**config.mk**
```make
export PLATFORM = sky130hd
export DESIGN_NAME = rob_top
export DESIGN_NICKNAME = d
export VERILOG_FILES = /design/src/rob_pkg.sv /design/src/rob_top.sv /design/src/rob_commit_fsm.sv /design/src/rob_entry_store.sv /design/src/rob_ptr_ctr.sv
export SDC_FILE = /design/constraint.sdc
export NUM_CORES = 1
export LEC_CHECK = 0
export BUFFER_PORTS_ARGS = -buffer_cell sky130_fd_sc_hd__buf_2
export CORE_ASPECT_RATIO = 0.8
export CORE_MARGIN = 2
export CORE_UTILIZATION = 55
export CTS_CLUSTER_SIZE = 16
export DETAILED_ROUTE_END_ITERATION = 12
export PLACE_DENSITY = 0.72
export SYNTH_ARGS = -nofsm -noshare
export SYNTH_HDL_FRONTEND = slang
export SYNTH_SLANG_ARGS = --single-unit
```
**constraint.sdc**
```tcl
create_clock -name clk -period 6.5 [get_ports clk]
set_clock_uncertainty 0.2 [all_clocks]
set_input_delay 0.325 -clock clk [delete_from_list [all_inputs] [get_ports clk]]
set_output_delay 0.325 -clock clk [all_outputs]
set_load 0.01 [all_outputs]
```
**src/rob_pkg.sv**
```systemverilog
package rob_pkg;

    // widths of the architectural values
    localparam int DATA_W     = 32;
    localparam int ADDR_W     = 32;
    localparam int REG_NAME_W = 5;

    // result value from an execution unit
    typedef logic [DATA_W-1:0]     data_t;

    // instruction address, branch target and redirect pc
    typedef logic [ADDR_W-1:0]     addr_t;

    // architectural register name
    typedef logic [REG_NAME_W-1:0] reg_name_t;

    // commit controller states
    typedef enum logic [1:0] {
        COMMIT_RUN,
        COMMIT_STORE_WAIT,
        COMMIT_FLUSH
    } commit_state_t;

endpackage
```
**src/rob_top.sv**
```systemverilog
`timescale 1ns/100ps

module rob_top import rob_pkg::*; #(
    parameter int ROB_DEPTH = 16
) (
    input  logic                         clk,
    input  logic                         arst_n,
    // allocation
    input  logic                         alloc_en,
    input  reg_name_t                    alloc_rd,
    input  logic                         alloc_is_store,
    input  logic                         alloc_pred_taken,
    output logic                         alloc_ready,
    output logic [$clog2(ROB_DEPTH)-1:0] alloc_tag,
    // writeback
    input  logic                         wb_en,
    input  logic [$clog2(ROB_DEPTH)-1:0] wb_tag,
    input  data_t                        wb_data,
    input  logic                         wb_taken,
    input  addr_t                        wb_target,
    // register commit
    output logic                         rf_we,
    output reg_name_t                    rf_rd,
    output data_t                        rf_data,
    output logic [$clog2(ROB_DEPTH)-1:0] rf_tag,
    // store commit
    output logic                         store_commit_en,
    output logic [$clog2(ROB_DEPTH)-1:0] store_commit_tag,
    input  logic                         store_done,
    // redirect
    output logic                         flush,
    output addr_t                        redirect_pc
);

    localparam int TAG_W = $clog2(ROB_DEPTH);

    logic [TAG_W-1:0] head;
    logic [TAG_W-1:0] tail;
    logic             full;
    logic             empty;
    logic             push;
    logic             pop;
    logic             clear;
    logic             flushing;

    logic      head_valid;
    logic      head_live;
    logic      head_done;
    logic      head_is_store;
    logic      head_mispred;
    reg_name_t head_rd;
    data_t     head_data;
    addr_t     head_target;

    assign alloc_ready = !full && !flushing;
    assign alloc_tag   = tail;
    assign push        = alloc_en && alloc_ready;

    // never retire from an empty buffer
    assign head_live = head_valid && !empty;

    rob_ptr_ctr #(
        .ROB_DEPTH (ROB_DEPTH)
    ) u_ptr_ctr (
        .clk    (clk),
        .arst_n (arst_n),
        .push   (push),
        .pop    (pop),
        .clear  (clear),
        .head   (head),
        .tail   (tail),
        .full   (full),
        .empty  (empty)
    );

    rob_entry_store #(
        .ROB_DEPTH (ROB_DEPTH)
    ) u_entry_store (
        .clk              (clk),
        .arst_n           (arst_n),
        .clear            (clear),
        .pop              (pop),
        .alloc_we         (push),
        .alloc_tag        (tail),
        .alloc_rd         (alloc_rd),
        .alloc_is_store   (alloc_is_store),
        .alloc_pred_taken (alloc_pred_taken),
        .wb_en            (wb_en),
        .wb_tag           (wb_tag),
        .wb_data          (wb_data),
        .wb_taken         (wb_taken),
        .wb_target        (wb_target),
        .head             (head),
        .head_valid       (head_valid),
        .head_done        (head_done),
        .head_is_store    (head_is_store),
        .head_mispred     (head_mispred),
        .head_rd          (head_rd),
        .head_data        (head_data),
        .head_target      (head_target)
    );

    rob_commit_fsm #(
        .ROB_DEPTH (ROB_DEPTH)
    ) u_commit_fsm (
        .clk              (clk),
        .arst_n           (arst_n),
        .head_valid       (head_live),
        .head_done        (head_done),
        .head_is_store    (head_is_store),
        .head_mispred     (head_mispred),
        .head_rd          (head_rd),
        .head_data        (head_data),
        .head_target      (head_target),
        .head             (head),
        .store_done       (store_done),
        .rf_we            (rf_we),
        .rf_rd            (rf_rd),
        .rf_data          (rf_data),
        .rf_tag           (rf_tag),
        .store_commit_en  (store_commit_en),
        .store_commit_tag (store_commit_tag),
        .flush            (flush),
        .redirect_pc      (redirect_pc),
        .pop              (pop),
        .clear            (clear),
        .flushing         (flushing)
    );

endmodule

```
**src/rob_commit_fsm.sv**
```systemverilog
`timescale 1ns/100ps

module rob_commit_fsm import rob_pkg::*; #(
    parameter int ROB_DEPTH = 16
) (
    input  logic                         clk,
    input  logic                         arst_n,
    input  logic                         head_valid,
    input  logic                         head_done,
    input  logic                         head_is_store,
    input  logic                         head_mispred,
    input  reg_name_t                    head_rd,
    input  data_t                        head_data,
    input  addr_t                        head_target,
    input  logic [$clog2(ROB_DEPTH)-1:0] head,
    input  logic                         store_done,
    // register commit
    output logic                         rf_we,
    output reg_name_t                    rf_rd,
    output data_t                        rf_data,
    output logic [$clog2(ROB_DEPTH)-1:0] rf_tag,
    // store commit
    output logic                         store_commit_en,
    output logic [$clog2(ROB_DEPTH)-1:0] store_commit_tag,
    // redirect
    output logic                         flush,
    output addr_t                        redirect_pc,
    // to pointers and storage
    output logic                         pop,
    output logic                         clear,
    output logic                         flushing
);

    commit_state_t state;
    commit_state_t state_next;

    logic reg_retire;
    logic store_start;

    // a done non-store head can leave the buffer this cycle
    assign reg_retire  = (state == COMMIT_RUN) && head_valid && !head_is_store && head_done;
    assign store_start = (state == COMMIT_RUN) && head_valid && head_is_store;

    always_comb begin
        state_next = state;
        pop        = 1'b0;
        clear      = 1'b0;
        case (state)
            COMMIT_RUN: begin
                if (store_start) begin
                    state_next = COMMIT_STORE_WAIT;
                end else if (reg_retire) begin
                    // a mispredicted head is dropped by the clear instead
                    if (head_mispred) begin
                        state_next = COMMIT_FLUSH;
                    end else begin
                        pop = 1'b1;
                    end
                end
            end
            COMMIT_STORE_WAIT: begin
                if (store_done) begin
                    pop        = 1'b1;
                    state_next = COMMIT_RUN;
                end
            end
            COMMIT_FLUSH: begin
                clear      = 1'b1;
                state_next = COMMIT_RUN;
            end
            default: begin
                state_next = COMMIT_RUN;
            end
        endcase
    end

    always_ff @(posedge clk or negedge arst_n) begin
        if (!arst_n) begin
            state           <= COMMIT_RUN;
            rf_we           <= 1'b0;
            store_commit_en <= 1'b0;
            flush           <= 1'b0;
            // holds allocation off until the first edge after reset
            flushing        <= 1'b1;
        end else begin
            state           <= state_next;
            rf_we           <= reg_retire;
            store_commit_en <= (state_next == COMMIT_STORE_WAIT);
            flush           <= reg_retire && head_mispred;
            flushing        <= (state_next == COMMIT_FLUSH);
        end
    end

    always_ff @(posedge clk) begin
        if (reg_retire) begin
            rf_rd   <= head_rd;
            rf_data <= head_data;
            rf_tag  <= head;
        end
        // tag stays put for the whole store wait
        if (store_start) begin
            store_commit_tag <= head;
        end
        if (reg_retire && head_mispred) begin
            redirect_pc <= head_target;
        end
    end

endmodule

```
**src/rob_entry_store.sv**
```systemverilog
`timescale 1ns/100ps

module rob_entry_store import rob_pkg::*; #(
    parameter int ROB_DEPTH = 16
) (
    input  logic                         clk,
    input  logic                         arst_n,
    input  logic                         clear,
    input  logic                         pop,
    // allocation
    input  logic                         alloc_we,
    input  logic [$clog2(ROB_DEPTH)-1:0] alloc_tag,
    input  reg_name_t                    alloc_rd,
    input  logic                         alloc_is_store,
    input  logic                         alloc_pred_taken,
    // writeback
    input  logic                         wb_en,
    input  logic [$clog2(ROB_DEPTH)-1:0] wb_tag,
    input  data_t                        wb_data,
    input  logic                         wb_taken,
    input  addr_t                        wb_target,
    // head entry
    input  logic [$clog2(ROB_DEPTH)-1:0] head,
    output logic                         head_valid,
    output logic                         head_done,
    output logic                         head_is_store,
    output logic                         head_mispred,
    output reg_name_t                    head_rd,
    output data_t                        head_data,
    output addr_t                        head_target
);

    logic [ROB_DEPTH-1:0] valid_q;
    logic [ROB_DEPTH-1:0] done_q;

    logic [ROB_DEPTH-1:0] store_q;
    logic [ROB_DEPTH-1:0] pred_q;
    logic [ROB_DEPTH-1:0] taken_q;
    reg_name_t            rd_q     [ROB_DEPTH];
    data_t                data_q   [ROB_DEPTH];
    addr_t                target_q [ROB_DEPTH];

    always_ff @(posedge clk or negedge arst_n) begin
        if (!arst_n) begin
            valid_q <= '0;
            done_q  <= '0;
        end else if (clear) begin
            valid_q <= '0;
            done_q  <= '0;
        end else begin
            if (pop) begin
                valid_q[head] <= 1'b0;
                done_q[head]  <= 1'b0;
            end
            if (alloc_we) begin
                valid_q[alloc_tag] <= 1'b1;
                done_q[alloc_tag]  <= 1'b0;
            end
            if (wb_en) begin
                done_q[wb_tag] <= 1'b1;
            end
        end
    end

    always_ff @(posedge clk) begin
        if (alloc_we) begin
            rd_q[alloc_tag]    <= alloc_rd;
            store_q[alloc_tag] <= alloc_is_store;
            pred_q[alloc_tag]  <= alloc_pred_taken;
        end
        // target is the fall-through pc for a branch that was not taken
        if (wb_en) begin
            data_q[wb_tag]   <= wb_data;
            taken_q[wb_tag]  <= wb_taken;
            target_q[wb_tag] <= wb_target;
        end
    end

    assign head_valid    = valid_q[head];
    assign head_done     = done_q[head];
    assign head_is_store = store_q[head];
    assign head_rd       = rd_q[head];
    assign head_data     = data_q[head];
    assign head_target   = target_q[head];

    // only a written-back entry has a real direction
    assign head_mispred = valid_q[head] && done_q[head] && (pred_q[head] != taken_q[head]);

endmodule

```
**src/rob_ptr_ctr.sv**
```systemverilog
`timescale 1ns/100ps

module rob_ptr_ctr #(
    parameter int ROB_DEPTH = 16
) (
    input  logic                         clk,
    input  logic                         arst_n,
    input  logic                         push,
    input  logic                         pop,
    input  logic                         clear,
    output logic [$clog2(ROB_DEPTH)-1:0] head,
    output logic [$clog2(ROB_DEPTH)-1:0] tail,
    output logic                         full,
    output logic                         empty
);

    localparam int TAG_W = $clog2(ROB_DEPTH);
    localparam logic [TAG_W:0] FULL_CNT = (TAG_W+1)'(ROB_DEPTH);

    // one extra bit so a full buffer differs from an empty one
    logic [TAG_W:0] count;

    always_ff @(posedge clk or negedge arst_n) begin
        if (!arst_n) begin
            head  <= '0;
            tail  <= '0;
            count <= '0;
        end else if (clear) begin
            head  <= '0;
            tail  <= '0;
            count <= '0;
        end else begin
            // pointers wrap on their own since depth is a power of two
            if (push) begin
                tail <= tail + 1'b1;
            end
            if (pop) begin
                head <= head + 1'b1;
            end
            case ({push, pop})
                2'b10:   count <= count + 1'b1;
                2'b01:   count <= count - 1'b1;
                default: count <= count;
            endcase
        end
    end

    assign full  = (count == FULL_CNT);
    assign empty = (count == '0);

endmodule

```
**After elaboration in Yosys (flattened, before gate mapping)**

Memory sizes are Yosys's and may differ from the RTL's. A register that Yosys moved wholly into a read port is not among the register bits.
Cells that the tools add are included.

- Bitwise gates (word level): 7
- Equality and inequality tests: 8
- Mux-type cells: 50
- Order comparisons: 6
- Reduce and logical (&&, ||, !) cells: 22
- Add/subtract/negate cells: 4

Operators with widths:

| operator | count |
|---|---|
| two-way mux 16 bit | 10 |
| AND 16 bit | 3 |
| bitwise mux 16 bit | 3 |
| inverter 16 bit | 2 |
| OR 16 bit | 2 |
| binary-select mux 1 bit (select 4 bit) | 5 |
| two-way mux 1 bit | 17 |
| two-way mux 4 bit | 4 |
| less-than comparator 4 x 5 -> 1 bit, second input constant | 3 |
| logical AND 1 bit | 13 |
| demux 1 bit (select 4 bit) | 3 |
| greater-or-equal comparator 4 x 1 -> 1 bit, second input constant | 3 |
| one-hot mux 5 bit (2 select lines) | 1 |
| adder 4 x 1 -> 4 bit, second input constant | 2 |
| two-way mux 2 bit | 4 |
| == test 2 x 1 -> 1 bit, second input constant | 3 |
| == test 2 bit, second input constant | 3 |
| adder 5 x 1 -> 5 bit, second input constant | 1 |
| == test 5 bit, second input constant | 1 |
| zero test 5 bit | 1 |
| two-way mux 5 bit | 1 |
| subtractor 5 x 1 -> 5 bit, second input constant | 1 |
| zero test 1 bit | 4 |
| one-hot mux 2 bit (2 select lines) | 1 |
| 5 further kinds | 6 |

- Memory bits (writable): 1,104
- Memories kept: 3
- Output and inout port bits: 85
- Input port bits: 81
- Flip-flop bits (word level): 107

Memory list:

| memory | depth | bits a word | read ports | clocked after memory_dff | wr ports | RTL line | text |
|---|---|---|---|---|---|---|---|
| u_entry_store.data_q | 16 | 32 | 1 | 1 | 1 | rob_entry_store.sv:40 | `data_t data_q [ROB_DEPTH];` |
| u_entry_store.target_q | 16 | 32 | 1 | 1 | 1 | rob_entry_store.sv:41 | `addr_t target_q [ROB_DEPTH];` |
| u_entry_store.rd_q | 16 | 5 | 1 | 1 | 1 | rob_entry_store.sv:39 | `reg_name_t rd_q [ROB_DEPTH];` |

**Longest topological paths before layout**

Gate-level depths: netlist of the first run.

- Depth in word-level cells: 17
- Depth in mapped cells: 20

**Cells and area by module**

From an unflattened synthesis of the first run, not the netlist that was laid out.

- Cells, all modules: 1,983
- Area, all modules: 48,231.3 um2

Modules (own cells, without submodules):

| module | seq. area each (um2) | cells an instance | area each (um2) | instances |
|---|---|---|---|---|
| rob_entry_store | 35,393.9 | 1,805 | 44,851.8 | 1 |
| rob_commit_fsm | 2,463.6 | 99 | 2,580.0 | 1 |
| rob_ptr_ctr | 325.3 | 76 | 777.0 | 1 |
| rob_top | 0.0 | 3 | 22.5 | 1 |

**Worst setup path after synthesis of the first run**

No wires, ideal clock.

- Path type: register -> register
- From: register u_ptr_ctr.head[0]
- To: register u_commit_fsm.redirect_pc[0], read port of u_entry_store.target_q, enable pin
- Path buffers: 2
- Setup time: 463 ps
- Stages on the path, launching flop included: 8
- Arrival: 4,259 ps
- Data required time: 5,837 ps
- Period minus slack after synthesis: 4,922 ps
- Setup slack: 1,578 ps
- Cell sequence: dfrtp_1 > buf_6 > buf_4 > mux4_2 > a22o_1 > nor2_1 > nand2_1 > nor3_1

- Longest elaborated chain between the ends: 7
- Elaborated cells on any way between the ends: 19

RTL lines:

| element | RTL line | text |
|---|---|---|
| start, declared | rob_ptr_ctr.sv:11 | `output logic [$clog2(ROB_DEPTH)-1:0] head,` |
| start signal, assigned | rob_ptr_ctr.sv:38 | `head <= head + 1'b1;` |
| binary-select mux 1 bit (select 4 bit) | rob_entry_store.sv:79, rob_entry_store.sv:87 |  |
| two-way mux 1 bit (not written as such) | rob_entry_store.sv:79, rob_entry_store.sv:87 |  |
| logical AND 1 bit | rob_top.sv:60 | `assign head_live = head_valid && !empty;` |
| logical AND 1 bit (3 in a row) | rob_commit_fsm.sv:41 | `assign reg_retire = (state == COMMIT_RUN) && head_valid && !head_is_store && head_done;` |
| logical AND 1 bit | rob_commit_fsm.sv:104 | `if (reg_retire && head_mispred) begin` |
| end, declared | rob_commit_fsm.sv:27 | `output addr_t redirect_pc,` |

Parallel ways exist; a longest one is shown, timed or not. The select of a mux whose other input is x is not followed.
A chain may end at the register's enable or synchronous reset.

**Final worst setup path of the first run**

- From: register u_ptr_ctr.head[3]
- To: register u_ptr_ctr.count[4]

- Longest elaborated chain between the ends: 12
- Elaborated cells on any way between the ends: 28

RTL lines:

| element | RTL line | text |
|---|---|---|
| binary-select mux 1 bit (select 4 bit) | rob_entry_store.sv:79, rob_entry_store.sv:87 |  |
| two-way mux 1 bit (not written as such) | rob_entry_store.sv:79, rob_entry_store.sv:87 |  |
| logical AND 1 bit | rob_top.sv:60 |  |
| logical AND 1 bit | rob_commit_fsm.sv:41, rob_commit_fsm.sv:42 |  |
| logical AND 1 bit (2 in a row) | rob_commit_fsm.sv:41 |  |
| two-way mux 1 bit | rob_commit_fsm.sv:52 | `end else if (reg_retire) begin` |
| two-way mux 1 bit (*) | rob_commit_fsm.sv:50 | `if (store_start) begin` |
| one-hot mux 1 bit (2 select lines) (*) | rob_commit_fsm.sv:48 | `case (state)` |
| == test 2 x 1 -> 1 bit / == test 2 bit (equally long branches) | rob_ptr_ctr.sv:40 | `case ({push, pop})` |
| one-hot mux 5 bit (2 select lines) | rob_ptr_ctr.sv:40 |  |
| two-way mux 5 bit | rob_ptr_ctr.sv:28 | `end else if (clear) begin` |
| end signal, assigned | rob_ptr_ctr.sv:41 | `2'b10: count <= count + 1'b1;` |
| end signal, assigned | rob_ptr_ctr.sv:42 | `2'b01: count <= count - 1'b1;` |
| end signal, assigned | rob_ptr_ctr.sv:43 | `default: count <= count;` |
| end, declared | rob_ptr_ctr.sv:21 | `logic [TAG_W:0] count;` |

Mark *: on every way between the ends. The rest lies on a longest branch, timed or not. The select of a mux whose other input is x is not followed.

==> run_results.csv, run 1 <==
group,metric,value,unit
synth,ys_ff_latch,1280,
setup_path,reg2reg_to,"u_ptr_ctr.count[4]",
clock_network,clk_path_buf_depth,3,
global_route,grt.total_usage,23.5,%
sta,maxSlewHeadroom,27.4,%
finish,final_common_cell,"edfxtp_1",
job,maxCapViolCount,0,
sta,grt_setup_unrepaired,"false",
floorplan,start_util,55.5,%
finish,fin_nets,2445,
clock_network,clock_sinks,1280,
clock_network,cts_setup_buffers,0,
setup_path,crit_required,6.91,ns
clock_network,clkTransAtPathRegs,0.06,ns
clock_network,cts_tree,"built",
setup_path,crit_fanout,45,
power,vdd_drop_max,0.310,mV
routing,drtIter0Drc,2655,
synth,synth.distinct_cells,45,
setup_path,cp-startpoint,"u_ptr_ctr.head[3]",
power,powerDensity,398,mW/mm^2
routing,ant_nets,0,
sta,fmax,201,MHz
floorplan,pin_count,166,
synth,synth_fp_nets,2135,
sta,hold_slack,0.106,ns
floorplan,die_y,270,microns
clock_network,htree_levels,3,
floorplan,die_x,336,microns
floorplan,core,0.0874,sq mm
routing,drt-vias-per-instance,6.24,
clock_network,cts_buffers,117,
routing,vias,22372,
setup_path,r2r-start,"u_ptr_ctr.head[3]",
sta,finalHoldViolations,0,
global_route,grt_max_degree,70,
finish,drive_gt1_share,30.9,%
global_route,antenna_found_initial,9,
synth,synth_cells,2042,
global_route,first_global_vias,23329,
sta,setup_viol,0,
placement,gp_congestion,0.866,
clock_network,cts-root-buf,"clkbuf_16",
outcome,outcome,"completed",
synth,synth_area,0.0485,sq mm
setup_path,critPathLaunchType,"flop",
setup_path,critPathArrivalTime,5.39,ns
sta,slew_violations,0,
finish,final_core_util,63.1,%
setup_path,worstSetupEndpointType,"flop",
min_path,hold_class,"input pin to asynchronous set/reset pin",
routing,finalWirelength,104,mm
global_route,grt.overflow.total,0,
setup_path,worstSetupPathType,"flop to flop",
floorplan,dieArea,0.0906,sq mm
routing,route.detailed.drc,0,
finish,syn2layout_area_growth,13.8,%
synth,yosysSeqAreaShare,78.8,%
global_route,grt_pass1_wl,154,mm
floorplan,rows,97,
sta,worstMarginPinSlew,1.09,ns
synth,syn_area_per_cell,23.7,sq um
synth,yosys_warnings,0,
placement,detailedPlacementHpwl,54.1,mm
clock_network,clock_latency,0.69,ns
finish,mostFrequentLayoutCells,"edfxtp_1, mux4_2, buf_2",
routing,drtPass1Iterations,5,
placement,io_buffers,165,
setup_path,r2r.worst_path.cells,16,
sta,finalSetupTns,0,ns
sta,min_period,4.98,ns
routing,routedWlPerCell,29.0,microns
setup_path,ff2ff_setup_slack,1.52,ns
power,p_leak,0.0177,uW
sta,post-route-period-util,76.6,%
## worst max-delay path, stage by stage, from the launching register on
cell,delay (ns)
dfrtp_4,1.01
buf_4,0.73
nor2_1,0.15
a22oi_1,0.23
nand2_1,0.10
o31ai_1,0.36
a41oi_4,0.17
inv_1,0.13
ha_1,0.38
xor2_1,0.19
ha_1,0.20
o21ai_0,0.08
a21oi_1,0.17
a21oi_1,0.10
xor2_1,0.15
or3_1,0.31
a21oi_1,0.14
## power by group
| part | internal, uW | switching (uW) |
|---|---|---|
| clock | 3630 | 2880 |
| combinational | 2670 | 2520 |
| sequential | 9740 | 511 |
| total | 16000 | 5900 |
## through the flow
| step | total power, uW | setup WS, ns | cell area, sq um | cells |
|---|---|---|---|---|
| after detailed placement | 15600 | 1.63 | 50700 | 3286 |
| after floorplan | 14200 | 1.58 | 48500 | 2042 |
| after global routing | 22800 | 1.22 | 55200 | 3588 |
| after CTS | 22100 | 1.60 | 55200 | 3587 |
| final | 21900 | 1.52 | 55200 | 3588 |
| after global placement | 15500 | 1.64 | 50700 | 3286 |
## registers in the layout, summed over array words and instances (netlist names), 5 cells and up
register	count
u_entry_store.store_q	16
u_commit_fsm.redirect_pc	32
u_commit_fsm.rf_data	32
u_entry_store.taken_q	16
u_entry_store.pred_q	16
u_entry_store.data_q	512
u_commit_fsm.rf_rd	5
u_entry_store.valid_q	16
u_entry_store.rd_q	80
u_entry_store.done_q	16
u_entry_store.target_q	512
u_ptr_ctr.count	5
## how the worst max path moves through the flow
stage / end / depth (start not counted)
after floorplan: u_commit_fsm.redirect_pc[0] / 7
after global placement: u_ptr_ctr.count[4] / 15
final: u_ptr_ctr.count[4] / 16
after detailed placement: u_ptr_ctr.count[4] / 16
after CTS: u_ptr_ctr.count[4] / 16
after global routing: u_ptr_ctr.count[4] / 16
## layout make-up
cell class                      count  area (sq um)
Fill cell                        5750         32200
Clock buffer                      156          3190
Clock inverter                     60           435
Tap cell                         1138          1420
Timing Repair Buffer              292          1990
Sequential cell                  1280         38200
Multi-Input combinational cell    624          9760
Inverter                           37           154
Antenna cell                        1          2.50
## routing by layer
layer	part of all wire, %	global-route usage [%]	vias to the layer above
met2	51	38.2	930
met3	7.1	4.48	170
met4	2.3	6.20	16
met1	40	33.2	11966
met5	0.089	0	-
li1	-	-	9290
## Yosys cell counts, drive strengths merged
| library cell | instances | area [sq um] |
|---|---|---|
| nand4b | 1 | 8.76 |
| ha | 12 | 150 |
| o31a | 1 | 8.76 |
| or3b | 1 | 8.76 |
| dfrtp | 50 | 1250 |
| and2 | 5 | 31.3 |
| or3 | 3 | 18.8 |
| a211oi | 4 | 30.0 |
| o211ai | 13 | 97.6 |
| edfxtp | 1229 | 36900 |
| mux4 | 361 | 8130 |
| o32ai | 2 | 17.5 |
| a221oi | 2 | 30.0 |
| buf | 40 | 218 |
| mux2i | 10 | 100 |
| nand2b | 3 | 18.8 |
| xor2 | 6 | 52.6 |
| nand2 | 53 | 199 |
| a22o | 4 | 35.0 |
| xnor2 | 2 | 17.5 |
| nor3 | 3 | 15.0 |
| a211o | 1 | 8.76 |
| a21oi | 35 | 175 |
| nor2b | 10 | 62.6 |
| nor2 | 24 | 90.1 |
| inv | 37 | 139 |
| and3 | 1 | 6.26 |
| a41oi | 1 | 27.5 |
| nor3b | 2 | 15.0 |
| nand3 | 21 | 105 |
| o21ai | 22 | 110 |
| o22ai | 1 | 6.26 |
| a22oi | 5 | 37.5 |
| a31oi | 8 | 50.1 |
| o31ai | 2 | 15.0 |
| or2 | 4 | 25.0 |
| clkbuf | 61 | 229 |
| dfstp | 1 | 26.3 |
| nor4 | 1 | 6.26 |
## repair_timing
action	in CTS	in global routing
hold endpoints to repair	1228	0
hold buffers	85	0
gates resized for setup	0	0
## kinds of logic (layout without fill, tap and decap cells)
| kind of cell | count (synthesis) | count (layout) | synth area share (%) |
|---|---|---|---|
| AO/OA/AOI/OAI | 101 | 101 | 1.34 |
| XOR/XNOR | 8 | 8 | 0.145 |
| adder cells (fa/ha/maj) | 12 | 12 | 0.310 |
| buffers and inverters | 138 | 545 | 1.21 |
| flip-flops | 1280 | 1280 | 78.8 |
| multiplexers | 371 | 371 | 17.0 |
| other | 0 | 1 | 0 |
| AND/OR/NAND/NOR | 132 | 132 | 1.26 |
Power figures use the tool's default switching activity.
==> run 2: changes to the inputs <==
- clock period: 6.5 -> 5.03 ns (I/O delays scaled with it)
==> run 2 against run 1 <==
  * Sequential cell count stayed put
  * Highest routed layer unchanged
  * Clock-buffer cell count is 2 lower
  * First-iteration DRC count is 3.7% higher
  * Maximum frequency is 12% higher
  * Largest cell class unchanged
==> run_results.csv, run 2 (synthesized netlist as in run 1, its figures left out) <==
group,metric,value,unit
floorplan,pin_count,166,
power,vdd_drop_max,0.427,mV
power,power_frac_seq,45.4,%
clock_network,cts_tree,"built",
floorplan,rows,97,
finish,mostFrequentLayoutCells,"edfxtp_1, mux4_2, buf_2",
finish,multi_input_area,0.00976,sq mm
placement,io_buffers,165,
power,p_switching,7700,uW
clock_network,cts_buffers,116,
finish,fillerInstances,5642,
clock_network,cts-root-buf,"clkbuf_16",
setup_path,worstSetupPathType,"flop to flop",
clock_network,clk_path_buf_depth,3,
routing,routedWlPerCell,29.4,microns
placement,placed_area,0.0508,sq mm
routing,drtIter0Drc,2754,
finish,drive_gt1_share,31.7,%
routing,ant_nets,0,
floorplan,start_util,55.5,%
sta,worstMarginPinSlew,1.14,ns
clock_network,clock_latency,0.70,ns
clock_network,clock_sinks,1280,
finish,syn2layout_area_growth,14.3,%
routing,drt-vias-per-instance,6.36,
routing,drtPass1Iterations,5,
finish,final_common_cell,"edfxtp_1",
setup_path,crit_fanout,32,
routing,m1WireLength,42.4,mm
finish,fin_nets,2459,
floorplan,dieArea,0.0906,sq mm
finish,ff_latch_area,0.0382,sq mm
routing,finalWirelength,106,mm
global_route,grt.total_usage,23.7,%
placement,detailedPlacementHpwl,55.3,mm
sta,min_period,4.46,ns
floorplan,die_x,336,microns
clock_network,clkTransAtPathRegs,0.07,ns
sta,fmax,224,MHz
placement,gp_congestion,0.882,
global_route,grt_pass1_wl,157,mm
routing,route.detailed.drc,0,
routing,routed-wl-met3,8.01,mm
clock_network,cts_setup_buffers,0,
min_path,hold_class,"input pin to asynchronous set/reset pin",
sta,finalHoldViolations,0,
finish,reg_top3,"u_entry_store.data_q: 512 flops, u_entry_store.target_q: 512 flops, u_entry_store.rd_q: 80 flops",
floorplan,die_y,270,microns
global_route,first_global_vias,23595,
routing,vias,22895,
sta,setup_viol,0,
global_route,grt.overflow.total,0,
setup_path,worstSetupEndpointType,"flop",
power,p_leak,0.0179,uW
sta,grt_setup_unrepaired,"false",
routing,top_layer,"met5",
floorplan,core,0.0874,sq mm
setup_path,crit_required,5.46,ns
outcome,outcome,"completed",
job,maxCapViolCount,0,
setup_path,critPathLaunchType,"flop",
sta,maxSlewHeadroom,24.1,%
sta,post-route-period-util,88.7,%
power,powerDensity,519,mW/mm^2
routing,wl_met2,53.0,mm
finish,final_cell_area,0.0554,sq mm
power,p_int,21100,uW
sta,slew_violations,0,
global_route,grt_max_degree,118,
clock_network,htree_levels,3,
power,pwr-share-clk,30.4,%
setup_path,critPathArrivalTime,4.89,ns
power,swShare,26.8,%
global_route,antenna_found_initial,4,
power,comb_power_share,24.2,%
sta,finalSetupTns,0,ns
## run 2: cell count changes in the layout (fill, tap and decap cells not counted)
cell	change
buf_4	+13
clkinv_1	-9
bufinv_16	+6
buf_12	+2
clkbuf_1	-2
clkbuf_16	-2
clkbuf_8	+2
clkinv_2	+2
clkinv_8	+1
clkinvlp_4	-1
inv_6	-1
inv_8	+1
## run 2: final cells by class
class                      instances  area share, %
antenna                            1        0.00451
clock buffer                     154           5.70
clock inverter                    59           1.09
inverter                          37          0.278
multi-input combinational        624           17.6
sequential                      1280           68.9
tap                             1138           2.57
timing repair buffer             307           3.84
## run 2: worst paths after layout
kind | slack, ns | cells past startpoint | startpoint | to
setup / recovery | 0.57 | 15 | u_ptr_ctr.head[0] | u_ptr_ctr.count[4]
setup reg to reg | 0.57 | 15 | u_ptr_ctr.head[0] | u_ptr_ctr.count[4]
min in group clk | 0.12 | 3 | store_done | u_commit_fsm.state[0]
hold reg to reg | 0.35 | 2 | u_entry_store.valid_q[0] | u_entry_store.valid_q[0]
max in group asynchronous | 4.01 | 3 | arst_n | u_ptr_ctr.head[3]
hold / removal | 0.06 | 3 | arst_n | u_ptr_ctr.tail[3]
## run 2: metrics by stage
step | setup WS (ns) | std cells | total power (uW) | utilization (%) | hold slack, ns
after floorplan | 0.108 | 2042 | 18300 | - | -0.244
after global placement | 0.540 | 3301 | 20100 | 58.2 | 0.198
after detailed placement | 0.539 | 3301 | 20200 | 58.2 | 0.214
after CTS | 0.525 | 3599 | 29000 | 63.4 | 0.00385
after global routing | 0.251 | 3599 | 29900 | 63.4 | 0.0977
final | 0.568 | 3600 | 28800 | 63.4 | 0.0601
## run 2: worst max-delay path: stages (launching register included)
cell	delay (ns)
dfrtp_4	0.78
mux4_1	0.62
a22o_1	0.26
a221oi_2	0.24
xnor2_1	0.28
a41oi_4	0.16
inv_1	0.13
ha_1	0.36
xor2_1	0.19
ha_1	0.21
o21ai_0	0.08
a21oi_1	0.17
a21oi_1	0.09
xor2_1	0.15
or3_1	0.32
a21oi_1	0.14
## run 2: repair_timing
item,in CTS,in global routing
gates resized for setup,0,0
hold endpoints to repair,1244,0
hold buffers,85,0
## run 2: routing by layer
| layer | up-vias | GRT usage [%] |
|---|---|---|
| met1 | 12263 | 34.2 |
| met4 | 6 | 6.04 |
| met5 | - | 0 |
| li1 | 9326 | - |
| met2 | 1112 | 38.4 |
| met3 | 188 | 4.08 |
## run 2: power by group through the flow
stage                     sequential, uW  clock, uW  combinational, uW
after global placement             13200          0               6830
after CTS                          13100       8850               7060
after global routing               13100       9280               7450
final                              13100       8730               6960
after floorplan                    13100          0               5210
after detailed placement           13300          0               6950
==> run 3: changes to the inputs <==
--- a/config.mk
+++ b/config.mk
@@ -10,6 +10,6 @@
 export CORE_MARGIN = 2
-export CORE_UTILIZATION = 55
+export CORE_UTILIZATION = 50
 export CTS_CLUSTER_SIZE = 16
 export DETAILED_ROUTE_END_ITERATION = 12
-export PLACE_DENSITY = 0.72
+export PLACE_DENSITY = 0.66
 export SYNTH_ARGS = -nofsm -noshare
==> constraint.sdc (replaced) <==
create_clock -name clk -period 5.03 [get_ports clk]
set_clock_uncertainty 0.2 [all_clocks]
set_input_delay 0.7545 -clock clk [delete_from_list [all_inputs] [get_ports clk]]
set_output_delay 0.7545 -clock clk [all_outputs]
set_load 0.01 [all_outputs]
==> run 3 against run 2 <==
  * Cell count grew 2.5%
  * Sequential cell count stayed put
  * Combinational power fell by 0.6%
  * Critical path depth stayed put
==> run_results.csv, run 3 (synthesized netlist as in run 1, its figures left out) <==
group,metric,value,unit
outcome,outcome,"completed",
floorplan,pin_count,166,
clock_network,cts_setup_buffers,0,
sta,slew_violations,0,
clock_network,clkTransAtPathRegs,0.06,ns
routing,finalWirelength,105,mm
routing,drtPass1Iterations,6,
setup_path,crit_fanout,34,
sta,finalSetupTns,0,ns
finish,syn2layout_area_growth,13.6,%
global_route,grt_max_degree,85,
power,p_leak,0.0176,uW
clock_network,cts-root-buf,"clkbuf_16",
job,maxCapViolCount,0,
setup_path,r2r-start,"u_ptr_ctr.head[0]",
setup_path,critPathLaunchType,"flop",
sta,post-route-period-util,87.6,%
power,powerDensity,525,mW/mm^2
floorplan,die_x,352,microns
min_path,hold_end,"u_commit_fsm.state[0]",
floorplan,start_util,50.3,%
clock_network,htree_levels,3,
floorplan,dieArea,0.0995,sq mm
setup_path,reg2reg_to,"u_ptr_ctr.count[4]",
global_route,grt_pass1_wl,155,mm
placement,place_ws,0.618,ns
floorplan,rows,102,
finish,final_common_cell,"edfxtp_1",
sta,min_period,4.41,ns
sta,finalHoldViolations,0,
clock_network,clock_latency,0.69,ns
global_route,antenna_found_initial,16,
power,vdd_drop_max,0.370,mV
clock_network,cts_buffers,119,
routing,route.detailed.drc,0,
clock_network,clock_sinks,1280,
sta,fmax,227,MHz
routing,drt-vias-per-instance,5.97,
sta,maxSlewHeadroom,18.4,%
setup_path,critPathArrivalTime,4.82,ns
routing,routedWlPerCell,28.4,microns
routing,vias,22018,
setup_path,worstSetupPathType,"flop to flop",
clock_network,cts_tree,"built",
setup_path,worstSetupEndpointType,"flop",
finish,drive_gt1_share,33.3,%
sta,setup_viol,0,
sta,grt_setup_unrepaired,"false",
global_route,grt.total_usage,21.3,%
clock_network,clk_path_buf_depth,3,
global_route,first_global_vias,22616,
min_path,hold_class,"input pin to flop",
sta,worstMarginPinSlew,1.22,ns
finish,mostFrequentLayoutCells,"edfxtp_1, mux4_2, buf_2",
floorplan,core,0.0965,sq mm
setup_path,ff2ff_setup_slack,0.62,ns
placement,io_buffers,165,
min_path,hold_depth,2,
setup_path,r2r.worst_path.cells,15,
routing,ant_nets,0,
setup_path,crit_required,5.44,ns
global_route,grt.overflow.total,0,
routing,drtIter0Drc,2139,
floorplan,die_y,283,microns
placement,gp_congestion,0.833,
min_path,hp-start,"store_done",
finish,reg_top3,"u_entry_store.data_q: 512 flops, u_entry_store.target_q: 512 flops, u_entry_store.rd_q: 80 flops",
finish,fin_nets,2377,
sta,setup_slack,0.624,ns
placement,detailedPlacementHpwl,55.4,mm
==> run 3: critical path, cell delays in order, from the launching register on <==
cell and delay, ns:
dfrtp_4 0.78, mux4_1 0.62, a22o_1 0.25, a221oi_2 0.30
xnor2_1 0.27, a41oi_4 0.28, inv_1 0.08, ha_1 0.21
xor2_1 0.15, ha_1 0.21, o21ai_0 0.16, a21oi_1 0.09
a21oi_1 0.18, xor2_1 0.10, or3_1 0.31, a21oi_1 0.14
==> run 3: cell type report <==
type | count | area (sq um)
diodes | 9 | 22.5
clock buffers | 142 | 3190
clock inverters | 77 | 706
fillers | 6943 | 41400
inverters | 37 | 156
multi-input cells | 624 | 9760
flip-flops and latches | 1280 | 38200
well taps | 1300 | 1630
repair buffers | 222 | 1390
==> run 3: layer usage <==
metal	vias to the layer above	global-route usage, %	share of wire (%)
met4	12	4.70	1.7
met3	166	3.50	6.7
met2	787	35.7	51
met5	-	0	0.076
met1	11881	29.9	41
li1	9172	-	-
==> run 3: where the power goes <==
part           internal [uW]  leakage, uW  total (uW)  switching, uW
combinational           3490      0.00397        6920           3430
sequential             12600       0.0117       13100            468
clock                   5120      0.00192        8920           3800
total                  21200       0.0176       28900           7700
==> run 3: worst max-delay path by stage <==
stage / start / endpoint / slack [ns] / cells past startpoint
after floorplan: u_ptr_ctr.head[0] / u_commit_fsm.redirect_pc[0] / 0.11 / 7
after global placement: u_ptr_ctr.head[0] / u_ptr_ctr.count[4] / 0.57 / 15
after detailed placement: u_ptr_ctr.head[0] / u_ptr_ctr.count[4] / 0.62 / 15
after CTS: u_ptr_ctr.head[0] / u_ptr_ctr.count[4] / 0.60 / 15
after global routing: u_ptr_ctr.head[0] / u_ptr_ctr.count[4] / 0.35 / 15
final: u_ptr_ctr.head[0] / u_ptr_ctr.count[4] / 0.62 / 15
==> run 3: stage by stage <==
stage	hold WS, ns	instances	power, uW	cell area, sq um	util (%)
2_1_floorplan	0.240	2042	18300	48500	-
3_3_place_gp	0.330	3462	20200	51100	53.0
3_5_place_dp	0.334	3462	20300	51100	53.0
4_1_cts	0.0579	3682	29200	55000	57.0
5_1_grt	0.0761	3684	30100	55000	57.0
6_report	0.108	3691	28900	55100	57.1
==> run 3: timing repair <==
action,in CTS,in global routing
hold buffers,1,0
hold endpoints to repair,50,0
resized for setup,0,0
